### src/source/rv_pkg.sv
package rv_pkg;

    ////////////////////////////////////////////////////////////
    // widths
    ////////////////////////////////////////////////////////////

    // data and address width
    localparam int xlen       = 32;
    // register index width, 32 architectural registers
    localparam int reg_addr_w = 5;

    // sequential pc increment, one word per instruction
    localparam logic [xlen-1:0] pc_step = xlen'(4);

    ////////////////////////////////////////////////////////////
    // rv32i encodings
    ////////////////////////////////////////////////////////////

    // major opcodes, instr[6:0]
    localparam logic [6:0] op_lui    = 7'b0110111;
    localparam logic [6:0] op_auipc  = 7'b0010111;
    localparam logic [6:0] op_jal    = 7'b1101111;
    localparam logic [6:0] op_jalr   = 7'b1100111;
    localparam logic [6:0] op_branch = 7'b1100011;
    localparam logic [6:0] op_load   = 7'b0000011;
    localparam logic [6:0] op_store  = 7'b0100011;
    localparam logic [6:0] op_calci  = 7'b0010011;
    localparam logic [6:0] op_calc   = 7'b0110011;

    // funct3, instr[14:12]
    localparam logic [2:0] f3_addsub = 3'b000;
    localparam logic [2:0] f3_slt    = 3'b010;
    localparam logic [2:0] f3_beq    = 3'b000;
    localparam logic [2:0] f3_bne    = 3'b001;

    // funct7, instr[31:25]
    localparam logic [6:0] f7_add = 7'b0000000;
    localparam logic [6:0] f7_sub = 7'b0100000;

    ////////////////////////////////////////////////////////////
    // control fields
    ////////////////////////////////////////////////////////////

    // writeback source
    typedef enum logic [1:0] {
        wb_alu   = 2'b00,   // alu result
        wb_mem   = 2'b01,   // loaded word
        wb_pc4   = 2'b10,   // link value
        wb_pcimm = 2'b11    // auipc
    } wb_sel_e;

    // next pc source
    typedef enum logic [1:0] {
        pc_seq    = 2'b00,  // pc + 4
        pc_branch = 2'b01,  // pc + imm when taken
        pc_jal    = 2'b10,  // pc + imm always
        pc_jalr   = 2'b11   // alu result, bit 0 cleared
    } pc_sel_e;

    // alu operation
    typedef enum logic [1:0] {
        alu_add = 2'b00,
        alu_sub = 2'b01,
        alu_slt = 2'b10,    // signed compare
        alu_nop = 2'b11     // spare code, gives zero
    } alu_op_e;

    // decoded control word, all zero is a no-op
    typedef struct packed {
        wb_sel_e wb_sel;
        logic    mem_write;
        pc_sel_e pc_sel;
        alu_op_e alu_op;
        logic    alu_src0;  // 1 -> zero instead of rs1
        logic    alu_src1;  // 1 -> imm instead of rs2
        logic    reg_write;
        logic    branch_ne; // 1 -> bne, 0 -> beq
    } ctrl_t;

    // execute to result stage
    typedef struct packed {
        logic [xlen-1:0] alu_res;
        logic            branch_taken;
    } exec_res_t;

endpackage
### src/source/rv_core.sv
`timescale 1ns/1ps

module rv_core import rv_pkg::*; (
    input  logic            clk,
    input  logic            arst_n,
    // instruction port
    output logic [xlen-1:0] imem_addr,
    input  logic [xlen-1:0] imem_data,
    // data port
    output logic [xlen-1:0] dmem_addr,
    output logic [xlen-1:0] dmem_wdata,
    output logic            dmem_we,
    input  logic [xlen-1:0] dmem_rdata
);

    logic [xlen-1:0]       pc;
    logic                  run;

    ctrl_t                 ctrl;
    logic [xlen-1:0]       imm;
    logic [reg_addr_w-1:0] rs1;
    logic [reg_addr_w-1:0] rs2;
    logic [reg_addr_w-1:0] rd;
    logic [xlen-1:0]       rdata0;
    logic [xlen-1:0]       rdata1;
    exec_res_t             res;
    logic [xlen-1:0]       wb_data;
    logic                  wb_en;
    logic [xlen-1:0]       next_pc;

    ////////////////////////////////////////////////////////////
    // pc and run flag
    ////////////////////////////////////////////////////////////

    // run goes high one edge after reset release, pc holds until then
    always_ff @(posedge clk or negedge arst_n) begin
        if (!arst_n) begin
            run <= 1'b0;
            pc  <= '0;
        end else begin
            run <= 1'b1;
            if (run) begin
                pc <= next_pc;
            end
        end
    end

    assign imem_addr = pc;

    ////////////////////////////////////////////////////////////
    // datapath
    ////////////////////////////////////////////////////////////

    rv_decode rv_decode_inst (
        .instr (imem_data),
        .ctrl  (ctrl),
        .imm   (imm),
        .rs1   (rs1),
        .rs2   (rs2),
        .rd    (rd)
    );

    // writes gated until the first instruction is really fetched
    rv_regfile rv_regfile_inst (
        .clk    (clk),
        .arst_n (arst_n),
        .rs1    (rs1),
        .rs2    (rs2),
        .rd     (rd),
        .wdata  (wb_data),
        .we     (wb_en & run),
        .rdata0 (rdata0),
        .rdata1 (rdata1)
    );

    rv_execute rv_execute_inst (
        .ctrl   (ctrl),
        .rdata0 (rdata0),
        .rdata1 (rdata1),
        .imm    (imm),
        .res    (res)
    );

    rv_result rv_result_inst (
        .ctrl       (ctrl),
        .res        (res),
        .pc         (pc),
        .imm        (imm),
        .dmem_rdata (dmem_rdata),
        .wb_data    (wb_data),
        .wb_en      (wb_en),
        .next_pc    (next_pc)
    );

    // memory address from the alu, store data straight from rs2
    assign dmem_addr  = res.alu_res;
    assign dmem_wdata = rdata1;
    assign dmem_we    = ctrl.mem_write & run;

endmodule

### src/source/rv_result.sv
`timescale 1ns/1ps

module rv_result import rv_pkg::*; (
    input  ctrl_t           ctrl,
    input  exec_res_t       res,
    input  logic [xlen-1:0] pc,
    input  logic [xlen-1:0] imm,
    input  logic [xlen-1:0] dmem_rdata,
    output logic [xlen-1:0] wb_data,
    output logic            wb_en,
    output logic [xlen-1:0] next_pc
);

    logic [xlen-1:0] pc_plus4;
    logic [xlen-1:0] pc_plus_imm;

    // both adders shared by writeback and next pc
    assign pc_plus4    = pc + pc_step;
    assign pc_plus_imm = pc + imm;

    ////////////////////////////////////////////////////////////
    // writeback
    ////////////////////////////////////////////////////////////

    always_comb begin
        case (ctrl.wb_sel)
            wb_alu:   wb_data = res.alu_res;
            wb_mem:   wb_data = dmem_rdata;
            // link address for jal and jalr
            wb_pc4:   wb_data = pc_plus4;
            wb_pcimm: wb_data = pc_plus_imm;
            default:  wb_data = res.alu_res;
        endcase
    end

    assign wb_en = ctrl.reg_write;

    ////////////////////////////////////////////////////////////
    // next pc
    ////////////////////////////////////////////////////////////

    always_comb begin
        case (ctrl.pc_sel)
            pc_seq:    next_pc = pc_plus4;
            // not taken falls through
            pc_branch: next_pc = res.branch_taken ? pc_plus_imm : pc_plus4;
            pc_jal:    next_pc = pc_plus_imm;
            // jalr target has its lsb cleared
            pc_jalr:   next_pc = {res.alu_res[xlen-1:1], 1'b0};
            default:   next_pc = pc_plus4;
        endcase
    end

endmodule

### src/source/rv_execute.sv
`timescale 1ns/1ps

module rv_execute import rv_pkg::*; (
    input  ctrl_t           ctrl,
    input  logic [xlen-1:0] rdata0,
    input  logic [xlen-1:0] rdata1,
    input  logic [xlen-1:0] imm,
    output exec_res_t       res
);

    logic [xlen-1:0] op_a;
    logic [xlen-1:0] op_b;
    logic [xlen-1:0] alu_res;
    logic            rs_equal;

    ////////////////////////////////////////////////////////////
    // operand select
    ////////////////////////////////////////////////////////////

    // zero on port a gives lui its plain immediate
    assign op_a = ctrl.alu_src0 ? '0 : rdata0;
    // immediate forms vs register forms
    assign op_b = ctrl.alu_src1 ? imm : rdata1;

    ////////////////////////////////////////////////////////////
    // alu
    ////////////////////////////////////////////////////////////

    always_comb begin
        case (ctrl.alu_op)
            alu_add: alu_res = op_a + op_b;
            alu_sub: alu_res = op_a - op_b;
            // result is 0 or 1
            alu_slt: alu_res = {{(xlen-1){1'b0}}, $signed(op_a) < $signed(op_b)};
            default: alu_res = '0;
        endcase
    end

    ////////////////////////////////////////////////////////////
    // branch decision
    ////////////////////////////////////////////////////////////

    // compare the raw register values, not the alu operands
    assign rs_equal = (rdata0 == rdata1);

    always_comb begin
        res.alu_res = alu_res;
        // beq wants equal, bne wants not equal
        res.branch_taken = (ctrl.pc_sel == pc_branch) && (rs_equal != ctrl.branch_ne);
    end

endmodule

### src/source/rv_regfile.sv
`timescale 1ns/1ps

module rv_regfile import rv_pkg::*; (
    input  logic                  clk,
    input  logic                  arst_n,
    input  logic [reg_addr_w-1:0] rs1,
    input  logic [reg_addr_w-1:0] rs2,
    input  logic [reg_addr_w-1:0] rd,
    input  logic [xlen-1:0]       wdata,
    input  logic                  we,
    output logic [xlen-1:0]       rdata0,
    output logic [xlen-1:0]       rdata1
);

    // x1..x31, x0 has no storage
    logic [xlen-1:0] regs [1:31];

    ////////////////////////////////////////////////////////////
    // write port
    ////////////////////////////////////////////////////////////

    always_ff @(posedge clk or negedge arst_n) begin
        if (!arst_n) begin
            for (int i = 1; i < 32; i++) begin
                regs[i] <= '0;
            end
        end else if (we && rd != '0) begin
            // writes to x0 dropped
            regs[rd] <= wdata;
        end
    end

    ////////////////////////////////////////////////////////////
    // read ports
    ////////////////////////////////////////////////////////////

    // combinational, no bypass needed in a single-cycle core
    always_comb begin
        rdata0 = (rs1 == '0) ? '0 : regs[rs1];
        rdata1 = (rs2 == '0) ? '0 : regs[rs2];
    end

endmodule

### src/source/rv_decode.sv
`timescale 1ns/1ps

module rv_decode import rv_pkg::*; (
    input  logic [xlen-1:0]       instr,
    output ctrl_t                 ctrl,
    output logic [xlen-1:0]       imm,
    output logic [reg_addr_w-1:0] rs1,
    output logic [reg_addr_w-1:0] rs2,
    output logic [reg_addr_w-1:0] rd
);

    ////////////////////////////////////////////////////////////
    // instruction fields
    ////////////////////////////////////////////////////////////

    logic [6:0] opcode;
    logic [2:0] funct3;
    logic [6:0] funct7;

    assign opcode = instr[6:0];
    assign funct3 = instr[14:12];
    assign funct7 = instr[31:25];

    // register indices sit at fixed positions in every format
    assign rs1 = instr[19:15];
    assign rs2 = instr[24:20];
    assign rd  = instr[11:7];

    ////////////////////////////////////////////////////////////
    // immediate formats
    ////////////////////////////////////////////////////////////

    logic [xlen-1:0] imm_i;
    logic [xlen-1:0] imm_s;
    logic [xlen-1:0] imm_b;
    logic [xlen-1:0] imm_u;
    logic [xlen-1:0] imm_j;

    // sign bit is always instr[31]
    assign imm_i = {{(xlen-12){instr[31]}}, instr[31:20]};
    assign imm_s = {{(xlen-12){instr[31]}}, instr[31:25], instr[11:7]};
    // branch and jump offsets are even, lsb forced to zero
    assign imm_b = {{(xlen-13){instr[31]}}, instr[31], instr[7],
                    instr[30:25], instr[11:8], 1'b0};
    assign imm_u = {instr[31:12], 12'b0};
    assign imm_j = {{(xlen-21){instr[31]}}, instr[31], instr[19:12],
                    instr[20], instr[30:21], 1'b0};

    // format picked by opcode
    always_comb begin
        case (opcode)
            op_jalr,
            op_load,
            op_calci:  imm = imm_i;
            op_store:  imm = imm_s;
            op_branch: imm = imm_b;
            op_lui,
            op_auipc:  imm = imm_u;
            op_jal:    imm = imm_j;
            default:   imm = '0;
        endcase
    end

    ////////////////////////////////////////////////////////////
    // control decode
    ////////////////////////////////////////////////////////////

    always_comb begin
        // unknown patterns fall through as all zero
        ctrl = '0;
        case (opcode)
            op_lui: begin
                // zero + imm
                ctrl.alu_src0  = 1'b1;
                ctrl.alu_src1  = 1'b1;
                ctrl.reg_write = 1'b1;
            end
            op_auipc: begin
                ctrl.wb_sel    = wb_pcimm;
                ctrl.reg_write = 1'b1;
            end
            op_jal: begin
                ctrl.wb_sel    = wb_pc4;
                ctrl.pc_sel    = pc_jal;
                ctrl.reg_write = 1'b1;
            end
            op_jalr: begin
                // target is rs1 + imm through the alu
                ctrl.wb_sel    = wb_pc4;
                ctrl.pc_sel    = pc_jalr;
                ctrl.alu_src1  = 1'b1;
                ctrl.reg_write = 1'b1;
            end
            op_branch: begin
                if (funct3 == f3_beq || funct3 == f3_bne) begin
                    ctrl.pc_sel    = pc_branch;
                    ctrl.branch_ne = (funct3 == f3_bne);
                end
            end
            op_load: begin
                // word access only, address = rs1 + imm
                ctrl.wb_sel    = wb_mem;
                ctrl.alu_src1  = 1'b1;
                ctrl.reg_write = 1'b1;
            end
            op_store: begin
                ctrl.mem_write = 1'b1;
                ctrl.alu_src1  = 1'b1;
            end
            op_calci: begin
                if (funct3 == f3_addsub || funct3 == f3_slt) begin
                    ctrl.alu_op    = (funct3 == f3_slt) ? alu_slt : alu_add;
                    ctrl.alu_src1  = 1'b1;
                    ctrl.reg_write = 1'b1;
                end
            end
            op_calc: begin
                // funct7 must match too, so mul/div encodings stay no-ops
                if (funct3 == f3_slt && funct7 == f7_add) begin
                    ctrl.alu_op    = alu_slt;
                    ctrl.reg_write = 1'b1;
                end else if (funct3 == f3_addsub && funct7 == f7_add) begin
                    ctrl.alu_op    = alu_add;
                    ctrl.reg_write = 1'b1;
                end else if (funct3 == f3_addsub && funct7 == f7_sub) begin
                    ctrl.alu_op    = alu_sub;
                    ctrl.reg_write = 1'b1;
                end
            end
            default: ;
        endcase
    end

endmodule

### config.mk
export PLATFORM = sky130hd
export DESIGN_NAME = rv_core
export DESIGN_NICKNAME = d
export VERILOG_FILES = /design/src/source/rv_pkg.sv /design/src/source/rv_core.sv /design/src/source/rv_result.sv /design/src/source/rv_execute.sv /design/src/source/rv_regfile.sv /design/src/source/rv_decode.sv
export SDC_FILE = /design/constraint.sdc
export NUM_CORES = 2
export LEC_CHECK = 0
export BUFFER_PORTS_ARGS = -buffer_cell sky130_fd_sc_hd__buf_2
export CAP_MARGIN = 20
export CORE_UTILIZATION = 30
export CTS_CLUSTER_SIZE = 25
export DETAILED_ROUTE_END_ITERATION = 7
export GPL_TIMING_DRIVEN = 0
export PLACE_DENSITY = 0.45
export SYNTH_ARGS = -nofsm -noshare
export SYNTH_HDL_FRONTEND = slang
export SYNTH_HIERARCHICAL = 1
export SYNTH_SLANG_ARGS = --single-unit
### constraint.sdc
create_clock -name clk -period 7.91 [get_ports clk]
set_input_delay 1.582 -clock clk [delete_from_list [all_inputs] [get_ports clk]]
set_output_delay 1.582 -clock clk [all_outputs]
set_load 0.01 [all_outputs]
Yosys cells after proc, flatten, opt, wreduce, memory -nomap -nowiden
Cells that the tools add are included.
W data, S select, Z words.
{"block": "totals", "ff_bits": 1025, "input_bits": 66, "out_inout_bits": 97, "word_cells": 127}
{"block": "classes", "n_addsub": 4, "order_cmp": 5, "eq_ne": 22, "mux": 37, "bitwise": 5, "reduce_logical": 21}
{"operator": "$bwmux W992", "n": 1}
{"operator": "$bmux W32 S5", "n": 2}
{"operator": "$mux W32", "n": 10}
{"operator": "$pmux W32 S4", "n": 2}
{"operator": "$demux W32 S5", "n": 1}
{"operator": "$pmux W32 S5", "n": 1}
{"operator": "$pmux W32 S3", "n": 1}
{"operator": "$add A32 B32 Y32", "n": 2}
{"operator": "$add A32 B3 Y32 const B", "n": 1}
{"operator": "$eq A32 B32 Y1", "n": 1}
{"operator": "$lt A32 B32 Y1", "n": 1}
{"operator": "$sub A32 B32 Y32", "n": 1}
{"operator": "$eq A7 B6 Y1 const B", "n": 4}
{"operator": "$eq A7 B7 Y1 const B", "n": 3}
{"operator": "$ge A6 B6 Y1 const B", "n": 3}
{"operator": "$not A5 Y6", "n": 3}
{"operator": "$eq A7 B5 Y1 const B", "n": 2}
{"operator": "$pmux W2 S3", "n": 2}
{"operator": "$eq A2 B2 Y1 const B", "n": 5}
{"operator": "$logic_not A5 Y1", "n": 2}
{"operator": "$mux W2", "n": 5}
{"operator": "$mux W1", "n": 9}
{"operator": "$eq A7 B2 Y1 const B", "n": 1}
{"operator": "$logic_not A7 Y1", "n": 1}
{"operator": "other kinds (18)", "n": 30}

Logic depth before layout (Yosys ltp)
{"block": "depth", "word_depth": 10, "mapped_depth": 29, "depth_no_buf": 23}

Cells and area by module
Netlist, hierarchy kept.
{"mod": "rv_regfile", "n_inst": 1, "cells_per_inst": 3776, "area_each_um2": 53580.1, "seq_area_each_um2": 24823.8}
{"mod": "rv_execute", "n_inst": 1, "cells_per_inst": 660, "area_each_um2": 4454.3, "seq_area_each_um2": 0.0}
{"mod": "rv_result", "n_inst": 1, "cells_per_inst": 583, "area_each_um2": 4093.9, "seq_area_each_um2": 0.0}
{"mod": "rv_core", "n_inst": 1, "cells_per_inst": 72, "area_each_um2": 1373.8, "seq_area_each_um2": 825.8}
{"mod": "rv_decode", "n_inst": 1, "cells_per_inst": 111, "area_each_um2": 745.7, "seq_area_each_um2": 0.0}

Worst setup path after synthesis
Ideal clock, no wire load.
{"block": "synth_timing", "path_kind": "input -> output", "from": "in imem_data[20]", "to": "out dmem_addr[0]", "arrival_time_ps": 5964, "required_time_ps": 6328, "slack_ps": 364, "path_stages": 21, "n_path_buf": 4, "cell_sequence": "buf_4 -> buf_4 -> buf_2 -> buf_4 -> mux4_2 -> nand2_1 -> nand2_1 -> o211ai_1 -> o21ai_0 -> mux2_2 -> ha_1 -> fa_1 -> nand2b_1 -> a21oi_1 -> o21ai_1 -> o21ai_1 -> a31oi_1 -> a31o_2 -> o41ai_2 -> a21oi_1 -> or3_1"}
{"block": "synth_between", "elab_chain_len": 8, "elab_cells_between_ends": 12, "cone_classes": "2 x add/sub; 1 x order compare; 7 x mux; 1 x bitwise; 1 x reduce/logical"}
{"item": "from (decl)", "line_no": "rv_core.sv:8", "rtl": "input logic [xlen-1:0] imem_data,"}
{"item": "$not A5 Y6 (implied by the code)", "line_no": "rv_regfile.sv:40", "rtl": "rdata1 = (rs2 == '0) ? '0 : regs[rs2];"}
{"item": "$bmux W32 S5", "line_no": "rv_regfile.sv:40"}
{"item": "$mux W32 (implied by the code) (2 in series)", "line_no": "rv_regfile.sv:40"}
{"item": "$mux W32 (*)", "line_no": "rv_regfile.sv:40"}
{"item": "via dmem_wdata[0]", "line_no": "rv_core.sv:11", "rtl": "output logic [xlen-1:0] dmem_wdata,"}
{"item": "$mux W32 (*)", "line_no": "rv_execute.sv:23", "rtl": "assign op_b = ctrl.alu_src1 ? imm : rdata1;"}
{"item": "$sub A32 B32 Y32 (tied with other cells)", "line_no": "rv_execute.sv:32", "rtl": "alu_sub: alu_res = op_a - op_b;"}
{"item": "$pmux W32 S3 (*)", "line_no": "rv_execute.sv:30", "rtl": "case (ctrl.alu_op)"}
{"item": "to (decl)", "line_no": "rv_core.sv:10", "rtl": "output logic [xlen-1:0] dmem_addr,"}
The timed path passes the listed nets; every way through them passes the cells marked *. The select of a mux whose other input is x is not followed.

Final worst setup path
{"block": "layout_timing", "from": "in imem_data[15]", "to": "out dmem_addr[31]"}
{"block": "layout_between", "elab_chain_len": 8, "elab_cells_between_ends": 12, "cone_classes": "2 x add/sub; 8 x mux; 1 x bitwise; 1 x reduce/logical"}
{"item": "$not A5 Y6 (implied by the code)", "line_no": "rv_regfile.sv:39", "rtl": "rdata0 = (rs1 == '0) ? '0 : regs[rs1];"}
{"item": "$bmux W32 S5", "line_no": "rv_regfile.sv:39"}
{"item": "$mux W32 (implied by the code) (2 in series)", "line_no": "rv_regfile.sv:39"}
{"item": "$mux W32 (*)", "line_no": "rv_regfile.sv:39"}
{"item": "via rdata0[29]", "line_no": "rv_core.sv:24", "rtl": "logic [xlen-1:0] rdata0;"}
{"item": "$mux W32 (*)", "line_no": "rv_execute.sv:21", "rtl": "assign op_a = ctrl.alu_src0 ? '0 : rdata0;"}
{"item": "$sub A32 B32 Y32 or $add A32 B32 Y32 (tied branches)", "line_no": "rv_execute.sv:32, rv_execute.sv:31"}
{"item": "$pmux W32 S3 (*)", "line_no": "rv_execute.sv:30"}
Marks and branches as above.

==> metrics.txt <==
run status=finished with violations; failing checks=DRC, setup timing; Synth Net Count=5366; Ports=163; Post-Syn Area=0.0642 sq mm; Site Rows=169; number of remaining DRC errors=4; detailed-placement wirelength estimate=252 mm; shortest clock period the worst path allows after layout=8.30 ns; layout overhead on the synthesized area=26.3%; worst setup margin=-0.385 ns; number of iterations in the first detailed-routing pass=8; maximum frequency from static timing analysis=121 MHz; IO Port Bufs=162; final weighted congestion in routability-driven placement=1.01; Yosys warnings=6; Primary FF master, synth=sky130_fd_sc_hd__dfrtp_1; count of nets left with antenna violations after detail routing=0; vias after detailed routing=52100; antenna violations before repair=18; fraction of layout cells with a size suffix above 1=0.494; die outline width=465 um; average cell area after synthesis=12.4 sq um; dominant cell by count in the synthesized netlist=sky130_fd_sc_hd__mux2_2; CTS Hold Bufs=0; proportion of synthesized flip-flops having asynchronous set or reset=1.00; final setup violation count=15; Final Skew=0.0373 ns; Worst Max-Slew Pin Slew=1.26 ns; register area share after synthesis=0.399; Total Neg Setup Slack=-2.48 ns; maximum fanout encountered on the critical timing path=8; clock tree from TritonCTS=done; type of the worst setup path=input port to output port; global router's overall resource usage=0.300; Clock Path Buffers=3; HP Class=flop to flop; clock root buffer master=sky130_fd_sc_hd__clkbuf_16; vertical die dimension=465 um; cell with the largest stage delay on the worst path=sky130_fd_sc_hd__mux4_2; clock-pin slew on the worst setup and hold paths=0.05 ns; Critical Path RT=6.33 ns; post-synth top area share=0.399; Data arrival, critical path=6.71 ns; Sink Count=1025; gate count after technology mapping=5202; cell repeated most along the worst path=sky130_fd_sc_hd__buf_12; most used standard cells in the synthesized netlist=sky130_fd_sc_hd__mux2_2 (1061), sky130_fd_sc_hd__dfrtp_1 (1025), sky130_fd_sc_hd__mux4_2 (421); clock network latency to the later pin of the worst-skew pair=0.81 ns; Final Max Tran Viols=0; fin crit share=1.05; floorplan die area=0.216 sq mm; wire length of the first global-routing pass=443 mm; net count reported at finish=5980; leakage power=0.0370 uW; H-tree depth=4; final-report hold violation count=0; count of flip-flops with a built-in enable after synthesis=0; number of vias per cell after detailed routing=5.97; setup repair after global routing missed its margin=yes; Power Dens Cells=174 mW/mm^2; Max-Slew Margin vs Limit=0.151; GRT overflow=0; critical path capture point type=output port; dominant cells by area after synthesis=sky130_fd_sc_hd__dfrtp_1 (40%), sky130_fd_sc_hd__mux2_2 (19%), sky130_fd_sc_hd__mux4_2 (15%); final wirelength=329 mm; cts bufs inserted=130; via count of the first global-routing pass=51300; critical path's largest stage delay=0.53 ns; core area=0.213 sq mm; peak supply drop=0.211 mV; library cells used by synthesis=108; largest net degree at the start of global routing=148; Critical Path, Cell by Cell=buf_8, buf_12, buf_16, buf_12, buf_4, mux4_2, mux2i_2, o32a_1, o221ai_2, nor2b_1, ha_1, clkbuf_1, nand3_1, a22o_1, a2111oi_4, xnor2_2, nor2_4, buf_6; total of flip-flops plus latches after synthesis=1025; initial standard-cell utilization of the core=0.302; final hold slack=0.510 ns; wire length per cell=37.6 um; violation count after the first detailed-routing iteration=6234; library cell occupying the most area in the post-synthesis netlist=sky130_fd_sc_hd__dfrtp_1; type of element launching the critical path=input port; number of violations of the max-capacitance limit=0
==> flip-flops by register name (all words and copies together) (netlist names) <==
register              cells
run                       1
imem_addr                32
rv_regfile_inst/regs    992
==> worst max-delay path: cells and delay by family <==
family,cells,cell delay [ns]
xor+xnor,1,0.18
buf+inv,7,1.38
fa+ha+maj,1,0.31
compound gates,4,1.46
mux,2,0.91
simple gates,3,0.84
==> area by class of cell <==
| cell class | instances | area, sq um |
|---|---|---|
| multi-input combinational | 3580 | 38500 |
| antenna | 10 | 25.0 |
| clock buffer | 197 | 3960 |
| clock inverter | 23 | 148 |
| timing repair buffer | 498 | 4820 |
| tap | 2821 | 3530 |
| sequential | 1025 | 25600 |
| fill | 20600 | 131000 |
| buffer | 478 | 4110 |
| inverter | 103 | 403 |
==> cells in the final DEF, fill, tap and decap left out, types with 67 or more instances in the layout <==
| cell | netlist | final |
|---|---|---|
| sky130_fd_sc_hd__mux2_2 | 1061 | 1053 |
| sky130_fd_sc_hd__clkbuf_16 | 0 | 140 |
| sky130_fd_sc_hd__nand2_1 | 290 | 285 |
| sky130_fd_sc_hd__dfrtp_1 | 1025 | 1025 |
| sky130_fd_sc_hd__nor2b_1 | 105 | 73 |
| sky130_fd_sc_hd__buf_12 | 2 | 71 |
| sky130_fd_sc_hd__nand3_1 | 80 | 75 |
| sky130_fd_sc_hd__mux4_2 | 421 | 421 |
| sky130_fd_sc_hd__buf_2 | 149 | 240 |
| sky130_fd_sc_hd__buf_4 | 58 | 260 |
| sky130_fd_sc_hd__ha_1 | 95 | 67 |
| sky130_fd_sc_hd__inv_1 | 98 | 91 |
| sky130_fd_sc_hd__nor2_1 | 197 | 173 |
| sky130_fd_sc_hd__a21oi_1 | 228 | 184 |
| sky130_fd_sc_hd__buf_6 | 10 | 69 |
| sky130_fd_sc_hd__clkbuf_1 | 235 | 180 |
| sky130_fd_sc_hd__mux2i_1 | 225 | 170 |
==> power by group <==
group	internal, uW	switching [uW]	total [uW]
combinational	980	1830	2810
sequential	5340	99.0	5440
clock	3430	2480	5910
==> metrics by stage <==
| stage | total power (uW) | instances | util | cell area [sq um] | setup WS (ns) |
|---|---|---|---|---|---|
| finish | 14200 | 8735 | 0.382 | 81200 | -0.385 |
| global route | 14500 | 8725 | 0.382 | 81100 | -0.317 |
| CTS | 14100 | 8628 | 0.373 | 79200 | -0.228 |
| detailed placement | 7800 | 8258 | 0.328 | 69600 | -3.00 |
| global placement | 7740 | 8185 | 0.323 | 68600 | -19.07 |
| floorplan | 6580 | 5202 | - | 64200 | 0.364 |
==> layer usage <==
metal	vias to the layer above	wire, um	global-route usage
li1	20900	-	-
met4	2	24100	0.186
met1	27800	133000	0.394
met5	-	13	0
met2	2737	141000	0.439
met3	715	30600	0.0767
==> repair_timing <==
item	CTS	global route
setup endpoints to repair	916	31
resized for setup	928	226
pin swaps	119	96
cloned	10	2
buffers inserted	153	99
==> cells by family (layout without fill, tap and decap cells) <==
kind of cell / Yosys count / in the layout / synth area share
compound gates: 739 / 739 / 0.0791
buf+inv: 597 / 1299 / 0.0434
other cells: 1 / 11 / 0.0000584
xor+xnor: 115 / 115 / 0.0157
mux: 1747 / 1747 / 0.377
fa+ha+maj: 98 / 98 / 0.0194
flops: 1025 / 1025 / 0.399
simple gates: 880 / 880 / 0.0658
==> worst paths after layout <==
path                                      startpoint                         to  slack [ns]  depth (start not counted)
max in group asynchronous                     arst_n  rv_regfile_inst/regs[563]        4.58                          5
hold / removal             rv_regfile_inst/regs[796]  rv_regfile_inst/regs[796]        0.51                          1
min in group asynchronous                     arst_n    rv_regfile_inst/regs[2]        0.92                          2
hold reg to reg            rv_regfile_inst/regs[796]  rv_regfile_inst/regs[796]        0.51                          1
setup / recovery                       imem_data[15]              dmem_addr[31]       -0.39                         18
setup reg to reg           rv_regfile_inst/regs[257]  rv_regfile_inst/regs[793]        1.32                         23
(Power assumes the default switching activity.)
